===== src/cachePkg.sv =====
package cachePkg;

  // address and data widths
  localparam int AddrWidth    = 32;
  localparam int XLen         = 64;
  localparam int LineWidth    = 256;

  // 64 sets of 32-byte lines in two ways
  localparam int Sets         = 64;
  localparam int BeatsPerLine = 4;
  localparam int BeatIdxWidth = $clog2(BeatsPerLine);

  // tag in bits 31..11, index in 10..5, offset in 4..0
  localparam int TagWidth     = 21;
  localparam int IndexWidth   = 6;
  localparam int OffsetWidth  = 5;

  typedef logic [AddrWidth-1:0]  addrT;
  typedef logic [TagWidth-1:0]   tagT;
  typedef logic [IndexWidth-1:0] indexT;
  typedef logic [XLen-1:0]       wordT;
  // word 0 sits in the low bits
  typedef logic [LineWidth-1:0]  lineT;
  typedef logic                  wayT;

  typedef enum logic [1:0] {
    Idle,
    Compare,
    Refill
  } cacheStateT;

  // lookup result where lru names the way to evict next
  typedef struct packed {
    tagT  tag0;
    tagT  tag1;
    logic valid0;
    logic valid1;
    wayT  lru;
  } tagRdT;

  // line fill into one way
  typedef struct packed {
    logic  en;
    wayT   way;
    indexT index;
    tagT   tag;
    lineT  line;
  } arrayWrT;

  // lru update on a hit
  typedef struct packed {
    logic  en;
    indexT index;
    wayT   way;
  } lruTouchT;

endpackage

===== src/cacheRefill.sv =====
`timescale 1ns/10ps

module cacheRefill import cachePkg::*; (
  input  logic clk,
  input  logic rst_n,
  input  logic start_i,
  input  addrT lineAddr_i,
  output logic rdValid_o,
  output addrT rdAddr_o,
  input  logic rdBeatValid_i,
  input  logic rdLast_i,
  input  wordT rdData_i,
  output lineT line_o,
  output logic done_o
);

  logic                    busyQ;
  logic                    doneQ;
  logic [BeatIdxWidth-1:0] beatCntQ;
  addrT                    addrQ;
  lineT                    lineQ;

  logic beatTake;

  // beats only count while a fetch is open
  assign beatTake = busyQ && rdBeatValid_i;

  always_ff @(posedge clk or negedge rst_n) begin
    if (!rst_n) begin
      busyQ    <= 1'b0;
      doneQ    <= 1'b0;
      beatCntQ <= '0;
    end else begin
      doneQ <= 1'b0;
      if (start_i) begin
        busyQ    <= 1'b1;
        beatCntQ <= '0;
      end else if (beatTake) begin
        beatCntQ <= beatCntQ + 1'b1;
        if (rdLast_i) begin
          busyQ <= 1'b0;
          doneQ <= 1'b1;
        end
      end
    end
  end

  // line address and assembled data
  always_ff @(posedge clk) begin
    if (start_i) begin
      addrQ <= lineAddr_i;
    end
    if (beatTake) begin
      lineQ[beatCntQ*XLen +: XLen] <= rdData_i;
    end
  end

  assign rdValid_o = busyQ;
  assign rdAddr_o  = addrQ;
  assign line_o    = lineQ;
  assign done_o    = doneQ;

endmodule


===== config.mk =====
export PLATFORM = sky130hd
export DESIGN_NAME = cacheRefill
export DESIGN_NICKNAME = d
export VERILOG_FILES = /design/src/cachePkg.sv /design/src/cacheRefill.sv
export SDC_FILE = /design/constraint.sdc
export NUM_CORES = 1
export LEC_CHECK = 0
export BUFFER_PORTS_ARGS = -buffer_cell sky130_fd_sc_hd__buf_2
export CAP_MARGIN = 10
export CORE_MARGIN = 3
export CORE_UTILIZATION = 49
export DETAILED_ROUTE_END_ITERATION = 8
export PLACE_DENSITY = 0.79
export SLEW_MARGIN = 20
export SYNTH_ARGS = -nofsm -noshare
export SYNTH_HDL_FRONTEND = slang
export SYNTH_SLANG_ARGS = --single-unit

===== constraint.sdc =====
create_clock -name clk -period 3.13 [get_ports clk]
set_input_delay 0.1565 -clock clk [delete_from_list [all_inputs] [get_ports clk]]
set_output_delay 0.1565 -clock clk [all_outputs]
set_load 0.1 [all_outputs]

==> metrics.cfg <==
[setup_path]
path_max_fanout = 40
critPathArrivalTime_ns = 3.03
cp-start-kind = flop
crit_type = flop to flop
crit_required_ns = 3.52
crit_path_start = beatCntQ[0]
cp-end-kind = flop
reg2reg_depth = 5
ff2ff_setup_slack_ns = 0.50
r2r-start = beatCntQ[0]

[power_and_ir_drop]
power_uw = 9864
powerDensity_nw_per_um2 = 659.6
peakVddDrop_uv = 477.6
p_leak_uw = 0.006734

[synthesis]
syn-num-nets = 721
synth_mux_area_frac = 0.001042
syn_area_per_cell_um2 = 17.58
synthCells = 615
yosys_warnings = 0
seq_area_frac_synth = 0.8093
synth_flop_cell = edfxtp_1
yosys-top-cells-area = edfxtp_1 80%, and3_1 7.5%, and2_1 7.4%
synth_top_area_share = 0.8000
synth_top_family_by_area = simple AND/OR/NAND/NOR gates
synth_area_um2 = 10810
postSynth.asyncResetShare = 0.01370
synth_cell_types = 21
synth-seq-cells = 292
yosys.area_share.simple = 0.1606
synth-adder-area-share = 0.005787
synth_compound_area_frac = 0.001389
yosysTopAreaCell = edfxtp_1
synth_edf_count = 288
synthXorXnorAreaFrac = 0

[route]
dr.pass1.iters = 5
ant_nets = 0
drc = 0
detail_route.vias_per_cell = 5.353
vias = 7483
wl_per_cell_um = 22.80
routed_wirelength_mm = 31.88
dr.first_iter.drc_count = 726

[hold_path]
hold_start = rdData_i[22]
holdCritPathClass = input pin to flop
min_path_cells = 2

[timing]
timing.final.hold_violations = 0
setup_viol = 0
maxSlewHeadroom = 0.3458
max_clock_freq_mhz = 380.1
fin_crit_sh = 0.8405
finalCriticalPeriod_ns = 2.631
clock_skew_ns = 0.007072
setup_tns_ns = 0
tightest_slew_ns = 0.9813
hold_ws_ns = 0.008043
slew_viol_final = 0
rsz0062_at_grt = false

[clock_network]
root_buffer = clkbuf_16
cts_buffers = 30
clk_pin_slew_ns = 0.06
cts-htree-levels = 1
cts_tree = built
clock-sinks = 292
cts_setup_buffers = 0
cts_max_path_buffers = 3
clk-insertion-delay-late_ns = 0.54

[global_routing]
grt_max_degree = 94
top_usage_layer = met2
grt_pass1_wl_mm = 47.33
grt_overflow = 0
grt_pass1_vias = 7757
use_met3 = 0.05288
use_met1 = 0.3107
grt_use_met2 = 0.4636
antenna_found_initial = 0
gr-usage-all-layers = 0.2580

[place]
dp.cells = 1250
dp_hpwl_mm = 19.29
numPortBuffers = 390
place.gp.congestion = 0.7986

[layout]
final_core_util = 0.7004
multi_input_area_um2 = 1868
final_cell_count_no_fill = 1398
antenna_cells = 0
ff_latch_area_um2 = 8748
drive_above_1_share = 0.3980
fill_cells = 1352
nNetsFinal = 1212
syn_to_final_growth_pct = 38.34

[floorplanning]
die-area_um2 = 23880
start_util = 0.5063
core-area_um2 = 21350
ios = 391
fp.dieW_um = 154.5
die-height_um = 154.5
rows = 53

[outcome]
outcome = complete, no violations

[run]
max_cap_viol_count = 0

## metal layers
metal	vias to the layer above	share of wire
met5	-	0
met2	531	0.53
met4	0	0.035
li1	3253	-
met1	3617	0.35
met3	82	0.092
## area by class of cell
type                            instances  share of cell area
Sequential cell                       292              0.5850
Timing Repair Buffer                  499              0.2060
Multi-Input combinational cell        281              0.1249
Clock buffer                           37             0.05338
Tap cell                              275             0.02301
Clock inverter                         12            0.007278
Inverter                                2           0.0005020
## flip-flops by register name (all words and copies together) (netlist names)
| name | count |
|---|---|
| beatCntQ | 2 |
| done_o | 1 |
| line_o | 256 |
| rdAddr_o | 32 |
| rdValid_o | 1 |
## synth_stat cells, drive strengths merged, types with 2 or more instances
| cell type | n |
|---|---|
| nor2 | 3 |
| dfrtp | 4 |
| inv | 2 |
| clkbuf | 24 |
| nor2b | 4 |
| and2 | 128 |
| buf | 16 |
| and3 | 129 |
| ha | 5 |
| edfxtp | 288 |
| and3b | 5 |
## worst max-delay path: stages (launching register included)
cell,delay [ns]
dfrtp_1,0.52
inv_1,0.14
ha_1,0.49
and4bb_2,0.69
buf_4,0.43
and2_1,0.22
## worst paths after layout
path	endpoint
hold / removal	line_o[150]
setup reg to reg	line_o[45]
max in group asynchronous	done_o
hold reg to reg	beatCntQ[1]
min in group asynchronous	beatCntQ[1]
setup / recovery	line_o[45]
## through the flow
| step | cell area [um^2] | worst slack, ns |
|---|---|---|
| after floorplan | 10810 | 0.03258 |
| final | 14960 | 0.4991 |
| after CTS | 14960 | 0.4318 |
| after detailed placement | 13060 | 0.4756 |
| after global placement | 13060 | 0.5864 |
| after global routing | 14960 | 0.2739 |
## cells in the final DEF, fill, tap and decap left out, types with 2 or more instances in the layout
master and n:
dfrtp_1 4, and3_1 125, edfxtp_1 288, inv_1 2, nor2_1 2, and3b_1 5, nor2b_4 2, dlygate4sd3_1 99
nor2b_1 2, bufinv_16 2, clkinv_1 6, buf_12 5, clkbuf_1 6, ha_1 5, buf_4 5, clkinv_2 2
and2_1 128, and3_4 4, clkbuf_16 31, buf_2 390
## logic make-up (layout without fill, tap and decap cells)
logic type      count (synthesis)  count (layout)
mux                             1               1
compound gates                  2               2
flops                         292             292
fa+ha+maj                       5               5
simple gates                  273             273
buf+inv                        42             550
## repair_timing
item,4_1_cts,5_1_grt
hold endpoints to repair,281,0
hold buffers,99,0
gates resized for setup,0,0
## where the power goes
part           switching (uW)  total [uW]  internal [uW]
registers                60.1        4560           4500
clock network            1400        3350           1950
logic                    1600        1960            353
total                    3070        9860           6800
No activity file was read; power rests on OpenSTA's default activity.
