### src/cachePkg.sv
package cachePkg;

  // address and data widths
  localparam int AddrWidth    = 32;
  localparam int XLen         = 64;
  localparam int LineWidth    = 256;

  // 64 sets of 32-byte lines in two ways
  localparam int Sets         = 64;
  localparam int BeatsPerLine = 4;
  localparam int BeatIdxWidth = $clog2(BeatsPerLine);

  // tag in bits 31..11, index in 10..5, offset in 4..0
  localparam int TagWidth     = 21;
  localparam int IndexWidth   = 6;
  localparam int OffsetWidth  = 5;

  typedef logic [AddrWidth-1:0]  addrT;
  typedef logic [TagWidth-1:0]   tagT;
  typedef logic [IndexWidth-1:0] indexT;
  typedef logic [XLen-1:0]       wordT;
  // word 0 sits in the low bits
  typedef logic [LineWidth-1:0]  lineT;
  typedef logic                  wayT;

  typedef enum logic [1:0] {
    Idle,
    Compare,
    Refill
  } cacheStateT;

  // lookup result where lru names the way to evict next
  typedef struct packed {
    tagT  tag0;
    tagT  tag1;
    logic valid0;
    logic valid1;
    wayT  lru;
  } tagRdT;

  // line fill into one way
  typedef struct packed {
    logic  en;
    wayT   way;
    indexT index;
    tagT   tag;
    lineT  line;
  } arrayWrT;

  // lru update on a hit
  typedef struct packed {
    logic  en;
    indexT index;
    wayT   way;
  } lruTouchT;

endpackage
### src/cacheCtrl.sv
`timescale 1ns/10ps

module cacheCtrl import cachePkg::*; (
  input  logic     clk,
  input  logic     rst_n,
  // pipeline side
  input  logic     valid_i,
  input  addrT     addr_i,
  output logic     addrOk_o,
  output logic     dataOk_o,
  output wordT     rdData_o,
  // array lookup
  output logic     lookupEn_o,
  output indexT    lookupIndex_o,
  input  tagRdT    tagRd_i,
  input  lineT     way0Line_i,
  input  lineT     way1Line_i,
  // array updates
  output arrayWrT  arrayWr_o,
  output lruTouchT lruTouch_o,
  // line fetch
  output logic     refillStart_o,
  output addrT     refillAddr_o,
  input  lineT     refillLine_i,
  input  logic     refillDone_i
);

  cacheStateT stateQ;
  cacheStateT stateD;

  addrT reqAddrQ;
  wayT  victimQ;
  logic dataOkQ;
  wordT rdDataQ;

  tagT                     reqTag;
  indexT                   reqIndex;
  logic [BeatIdxWidth-1:0] reqWord;

  logic accept;
  logic way0Hit;
  logic way1Hit;
  logic hit;
  logic fillNow;
  wayT  victim;

  function automatic wordT pickWord(lineT line, logic [BeatIdxWidth-1:0] sel);
    pickWord = line[sel*XLen +: XLen];
  endfunction

  // fields of the request under compare or refill
  assign reqTag   = reqAddrQ[AddrWidth-1 -: TagWidth];
  assign reqIndex = reqAddrQ[OffsetWidth +: IndexWidth];
  assign reqWord  = reqAddrQ[OffsetWidth-1 -: BeatIdxWidth];

  assign way0Hit = (stateQ == Compare) && tagRd_i.valid0 && (tagRd_i.tag0 == reqTag);
  assign way1Hit = (stateQ == Compare) && tagRd_i.valid1 && (tagRd_i.tag1 == reqTag);
  assign hit     = way0Hit || way1Hit;

  // invalid way first, then the lru way
  always_comb begin
    if (!tagRd_i.valid0) begin
      victim = 1'b0;
    end else if (!tagRd_i.valid1) begin
      victim = 1'b1;
    end else begin
      victim = tagRd_i.lru;
    end
  end

  assign addrOk_o = (stateQ == Idle) || hit;
  assign accept   = valid_i && addrOk_o;
  assign fillNow  = (stateQ == Refill) && refillDone_i;

  // during refill the index port carries the fill index for the data RAMs
  assign lookupEn_o    = accept;
  assign lookupIndex_o = (stateQ == Refill) ? reqIndex
                                            : addr_i[OffsetWidth +: IndexWidth];

  always_comb begin
    stateD = stateQ;
    case (stateQ)
      Idle: begin
        if (accept) begin
          stateD = Compare;
        end
      end
      Compare: begin
        if (!hit) begin
          stateD = Refill;
        end else if (!accept) begin
          stateD = Idle;
        end
      end
      Refill: begin
        if (refillDone_i) begin
          stateD = Idle;
        end
      end
      default: stateD = Idle;
    endcase
  end

  always_ff @(posedge clk or negedge rst_n) begin
    if (!rst_n) begin
      stateQ  <= Idle;
      dataOkQ <= 1'b0;
      victimQ <= 1'b0;
    end else begin
      stateQ  <= stateD;
      dataOkQ <= hit || fillNow;
      if (stateQ == Compare && !hit) begin
        victimQ <= victim;
      end
    end
  end

  // request latch and returned word
  always_ff @(posedge clk) begin
    if (accept) begin
      reqAddrQ <= addr_i;
    end
    if (hit) begin
      rdDataQ <= pickWord(way1Hit ? way1Line_i : way0Line_i, reqWord);
    end else if (fillNow) begin
      rdDataQ <= pickWord(refillLine_i, reqWord);
    end
  end

  assign dataOk_o = dataOkQ;
  assign rdData_o = rdDataQ;

  // fetch starts straight out of compare on a miss
  assign refillStart_o = (stateQ == Compare) && !hit;
  assign refillAddr_o  = {reqTag, reqIndex, {OffsetWidth{1'b0}}};

  assign lruTouch_o.en    = hit;
  assign lruTouch_o.index = reqIndex;
  assign lruTouch_o.way   = way1Hit;

  assign arrayWr_o.en    = fillNow;
  assign arrayWr_o.way   = victimQ;
  assign arrayWr_o.index = reqIndex;
  assign arrayWr_o.tag   = reqTag;
  assign arrayWr_o.line  = refillLine_i;

endmodule

### config.mk
export PLATFORM = sky130hd
export DESIGN_NAME = cacheCtrl
export DESIGN_NICKNAME = d
export VERILOG_FILES = /design/src/cachePkg.sv /design/src/cacheCtrl.sv
export SDC_FILE = /design/constraint.sdc
export NUM_CORES = 1
export LEC_CHECK = 0
export ABC_AREA = 0
export BUFFER_PORTS_ARGS = -buffer_cell sky130_fd_sc_hd__buf_2
export CAP_MARGIN = 40
export CORE_AREA = 5 5 488 490
export CTS_CLUSTER_DIAMETER = 100
export DETAILED_ROUTE_END_ITERATION = 7
export DIE_AREA = 0 0 493 495
export PLACE_DENSITY = 0.3
export SLEW_MARGIN = 20
export SYNTH_ARGS = -nofsm -noshare
export SYNTH_HDL_FRONTEND = slang
export SYNTH_SLANG_ARGS = --single-unit
### constraint.sdc
create_clock -name clk -period 6.45 [get_ports clk]
set_clock_uncertainty 0.2 [all_clocks]
set_input_delay 1.29 -clock clk [delete_from_list [all_inputs] [get_ports clk]]
set_output_delay 1.29 -clock clk [all_outputs]
set_load 0.005 [all_outputs]
==> impl_metrics.csv <==
group,metric,value,unit
layout,final_common_cell,"buf_2",
drt,vias,18016,
clocking,htreeDepth,3,
yosys,synth_edf_count,93,
yosys,synthCells,1719,
sta,timing.fmax,189.6,MHz
clocking,post_cts_resized,0,
grt,grt_use_total,0.1412,
power_and_ir_drop,vdd_drop_max,0.0001417,V
clocking,cts_setup_buffers,0,
die,io_pins,1248,
sta,hold_viol_final,0,
grt,grt_max_degree,139,
placed_design,gp_congestion,1.014,
critical_path,crit_type,"in2out",
clocking,cts_tree,"done",
die,die_area,244000,µm²
clocking,root_buffer,"clkbuf_16",
drt,wl_per_cell,31.89,µm
sta,slew_headroom,0.3721,
sta,hold_ws,0.3021,ns
critical_path,worstPathMaxFanout,17,
sta,setup_viol,0,
clocking,clk_path_buf_depth,2,
clocking,clk_pin_slew,0.08,ns
sta,tightest_slew,0.9375,ns
power_and_ir_drop,power_density,149.7,nW/µm²
yosys,synthArstFlopShare,0.04124,
die,fp.coreArea,233600,µm²
layout,mostFrequentLayoutCells,"1239 x buf_2, 507 x nand2_1, 255 x nor2_1, 252 x a31oi_1, 93 x edfxtp_1",
drt,routed_via_density,3.167,
sta,rsz0062_at_grt,"no",
clocking,ctsHoldBuffers,0,
drt,drt_wl_total,181400,µm
yosys,ys_types,30,
layout,seq_area,2893,µm²
sta,period_needed,5.273,ns
layout,area_growth,60.64,%
sta,fin_crit_sh,0.8175,
placed_design,io_buffers,1239,
drt,dr.pass1.iters,5,
yosys,synth_seq_cells,97,
layout,multi_input_area,6631,µm²
clocking,clock-sinks,97,
worst_hold_path,min_path_type,"reg2reg",
critical_path,startpoint_type,"primary input",
grt,grt_remaining_overflow,0,
clocking,cts_buffers,9,
yosys,syn_area,12720,µm²
outcome,outcome,"finished, final reports clean",
drt,drtIter0Drc,1229,
run,max_cap_viol_count,0,
layout,nFillCells,27806,
placed_design,place_hpwl,164800,µm
drt,final_antenna_net_count,0,
yosys,seq_area_frac_synth,0.2274,
layout,nets,3410,
clocking,clk_latency,0.46,ns
layout,drive_gt1_frac,0.5339,
yosys,syn_avg_cell_area,7.401,µm²
yosys,synthTopCellsByArea,"edfxtp_1 22%, buf_4 21%, nand2_1 15%, a31oi_1 12%, mux4_2 11%",
drt,drc,0,
grt,grt_pass1_vias,17414,
critical_path,cp-end-kind,"output port",
sta,finalMaxSlewViolations,0,
critical_path,worstPathArrival,3.78,ns
yosys,yosys.area.top_type,"edfxtp_1",
sta,final.setup.tns,0,ns
die,initial_core_util,0.05446,
die,die_w,493,µm
grt,antenna_found_initial,293,
power_and_ir_drop,leakagePower,8.929,nW
yosys,synth-main-ff-cell,"edfxtp_1",
die,rows,178,
critical_path,required,4.96,ns
yosys,yosysTopAreaCellShare,0.2195,
grt,grt_pass1_wl,217100,µm
die,die_h,495,µm
yosys,synth_warnings,0,
cell type report:
class / instances / share of cell area
multi-input cells: 1169 / 0.3245
inverters: 4 / 0.0007347
repair buffers: 1280 / 0.3246
flip-flops and latches: 97 / 0.1415
clock inverters: 4 / 0.002265
diodes: 64 / 0.007836
well taps: 3060 / 0.1873
clock buffers: 10 / 0.01120
worst max-delay path, cell delays in order:
cell and delay (ns):
buf_2 0.10, xnor2_1 0.43, nand4_1 0.17, nor4_2 0.74, nand2_8 0.27, o211ai_1 0.21
and2_2 0.35, buf_2 0.18
metrics by stage:
step | utilization | worst slack (ns) | cell area (µm²) | power [mW] | instances
finish | 0.08748 | 1.177 | 20440 | 3.059 | 5688
global placement | 0.08555 | 1.023 | 19990 | 2.415 | 5608
floorplan | - | 1.564 | 12740 | 1.558 | 1723
CTS | 0.08679 | 1.103 | 20280 | 3.175 | 5624
detailed placement | 0.08561 | 1.048 | 20000 | 2.415 | 5610
global route | 0.08712 | 1.033 | 20350 | 3.220 | 5655
kinds of logic after synthesis:
| logic type | share of synthesized area |
|---|---|
| and+or+nand+nor | 0.2393 |
| buffers and inverters | 0.2548 |
| AOI/OAI and AO/OA | 0.1283 |
| DFF | 0.2274 |
| muxes | 0.1210 |
| xor gates and xnor gates | 0.02891 |
| other | 0.0002948 |
state kept, by name, indices dropped and copies added (netlist names):
signal / cells
dataOk_o: 1
rdData_o: 64
reqAddrQ: 29
stateQ: 2
victimQ: 1
synthesized netlist by cell type, types with 6 or more instances:
| master | count |
|---|---|
| buf_6 | 25 |
| buf_2 | 26 |
| nand2_1 | 507 |
| nor2_1 | 255 |
| clkbuf_1 | 53 |
| edfxtp_1 | 93 |
| mux4_2 | 64 |
| a31oi_1 | 252 |
| buf_4 | 348 |
| nand4_1 | 10 |
| mux2_2 | 6 |
| xnor2_1 | 42 |
final timing paths:
path / start / endpoint / slack [ns] / depth (start not counted)
min in group asynchronous: rst_n / victimQ / 0.46 / 1
hold reg to reg: victimQ / victimQ / 0.30 / 2
setup / recovery: tagRd_i[37] / lookupEn_o / 1.18 / 8
hold / removal: victimQ / victimQ / 0.30 / 2
max in group asynchronous: rst_n / dataOk_o / 5.47 / 1
setup reg to reg: reqAddrQ[24] / rdData_o[42] / 1.82 / 8
power by group:
group / internal, mW / switching, mW
Combinational: 0.591 / 0.844
Sequential: 0.843 / 0.0806
Clock: 0.298 / 0.402
Total: 1.73 / 1.33
layer usage:
metal  track usage  up-vias  wire length (µm)
met4       0.03293      242              5456
met1        0.1668     8579             72480
met2        0.2094     1362             74090
met5             0        -              1603
li1              -     7324                 -
met3       0.09574      509             27790
Note: power is estimated with default switching activity, not from simulation.
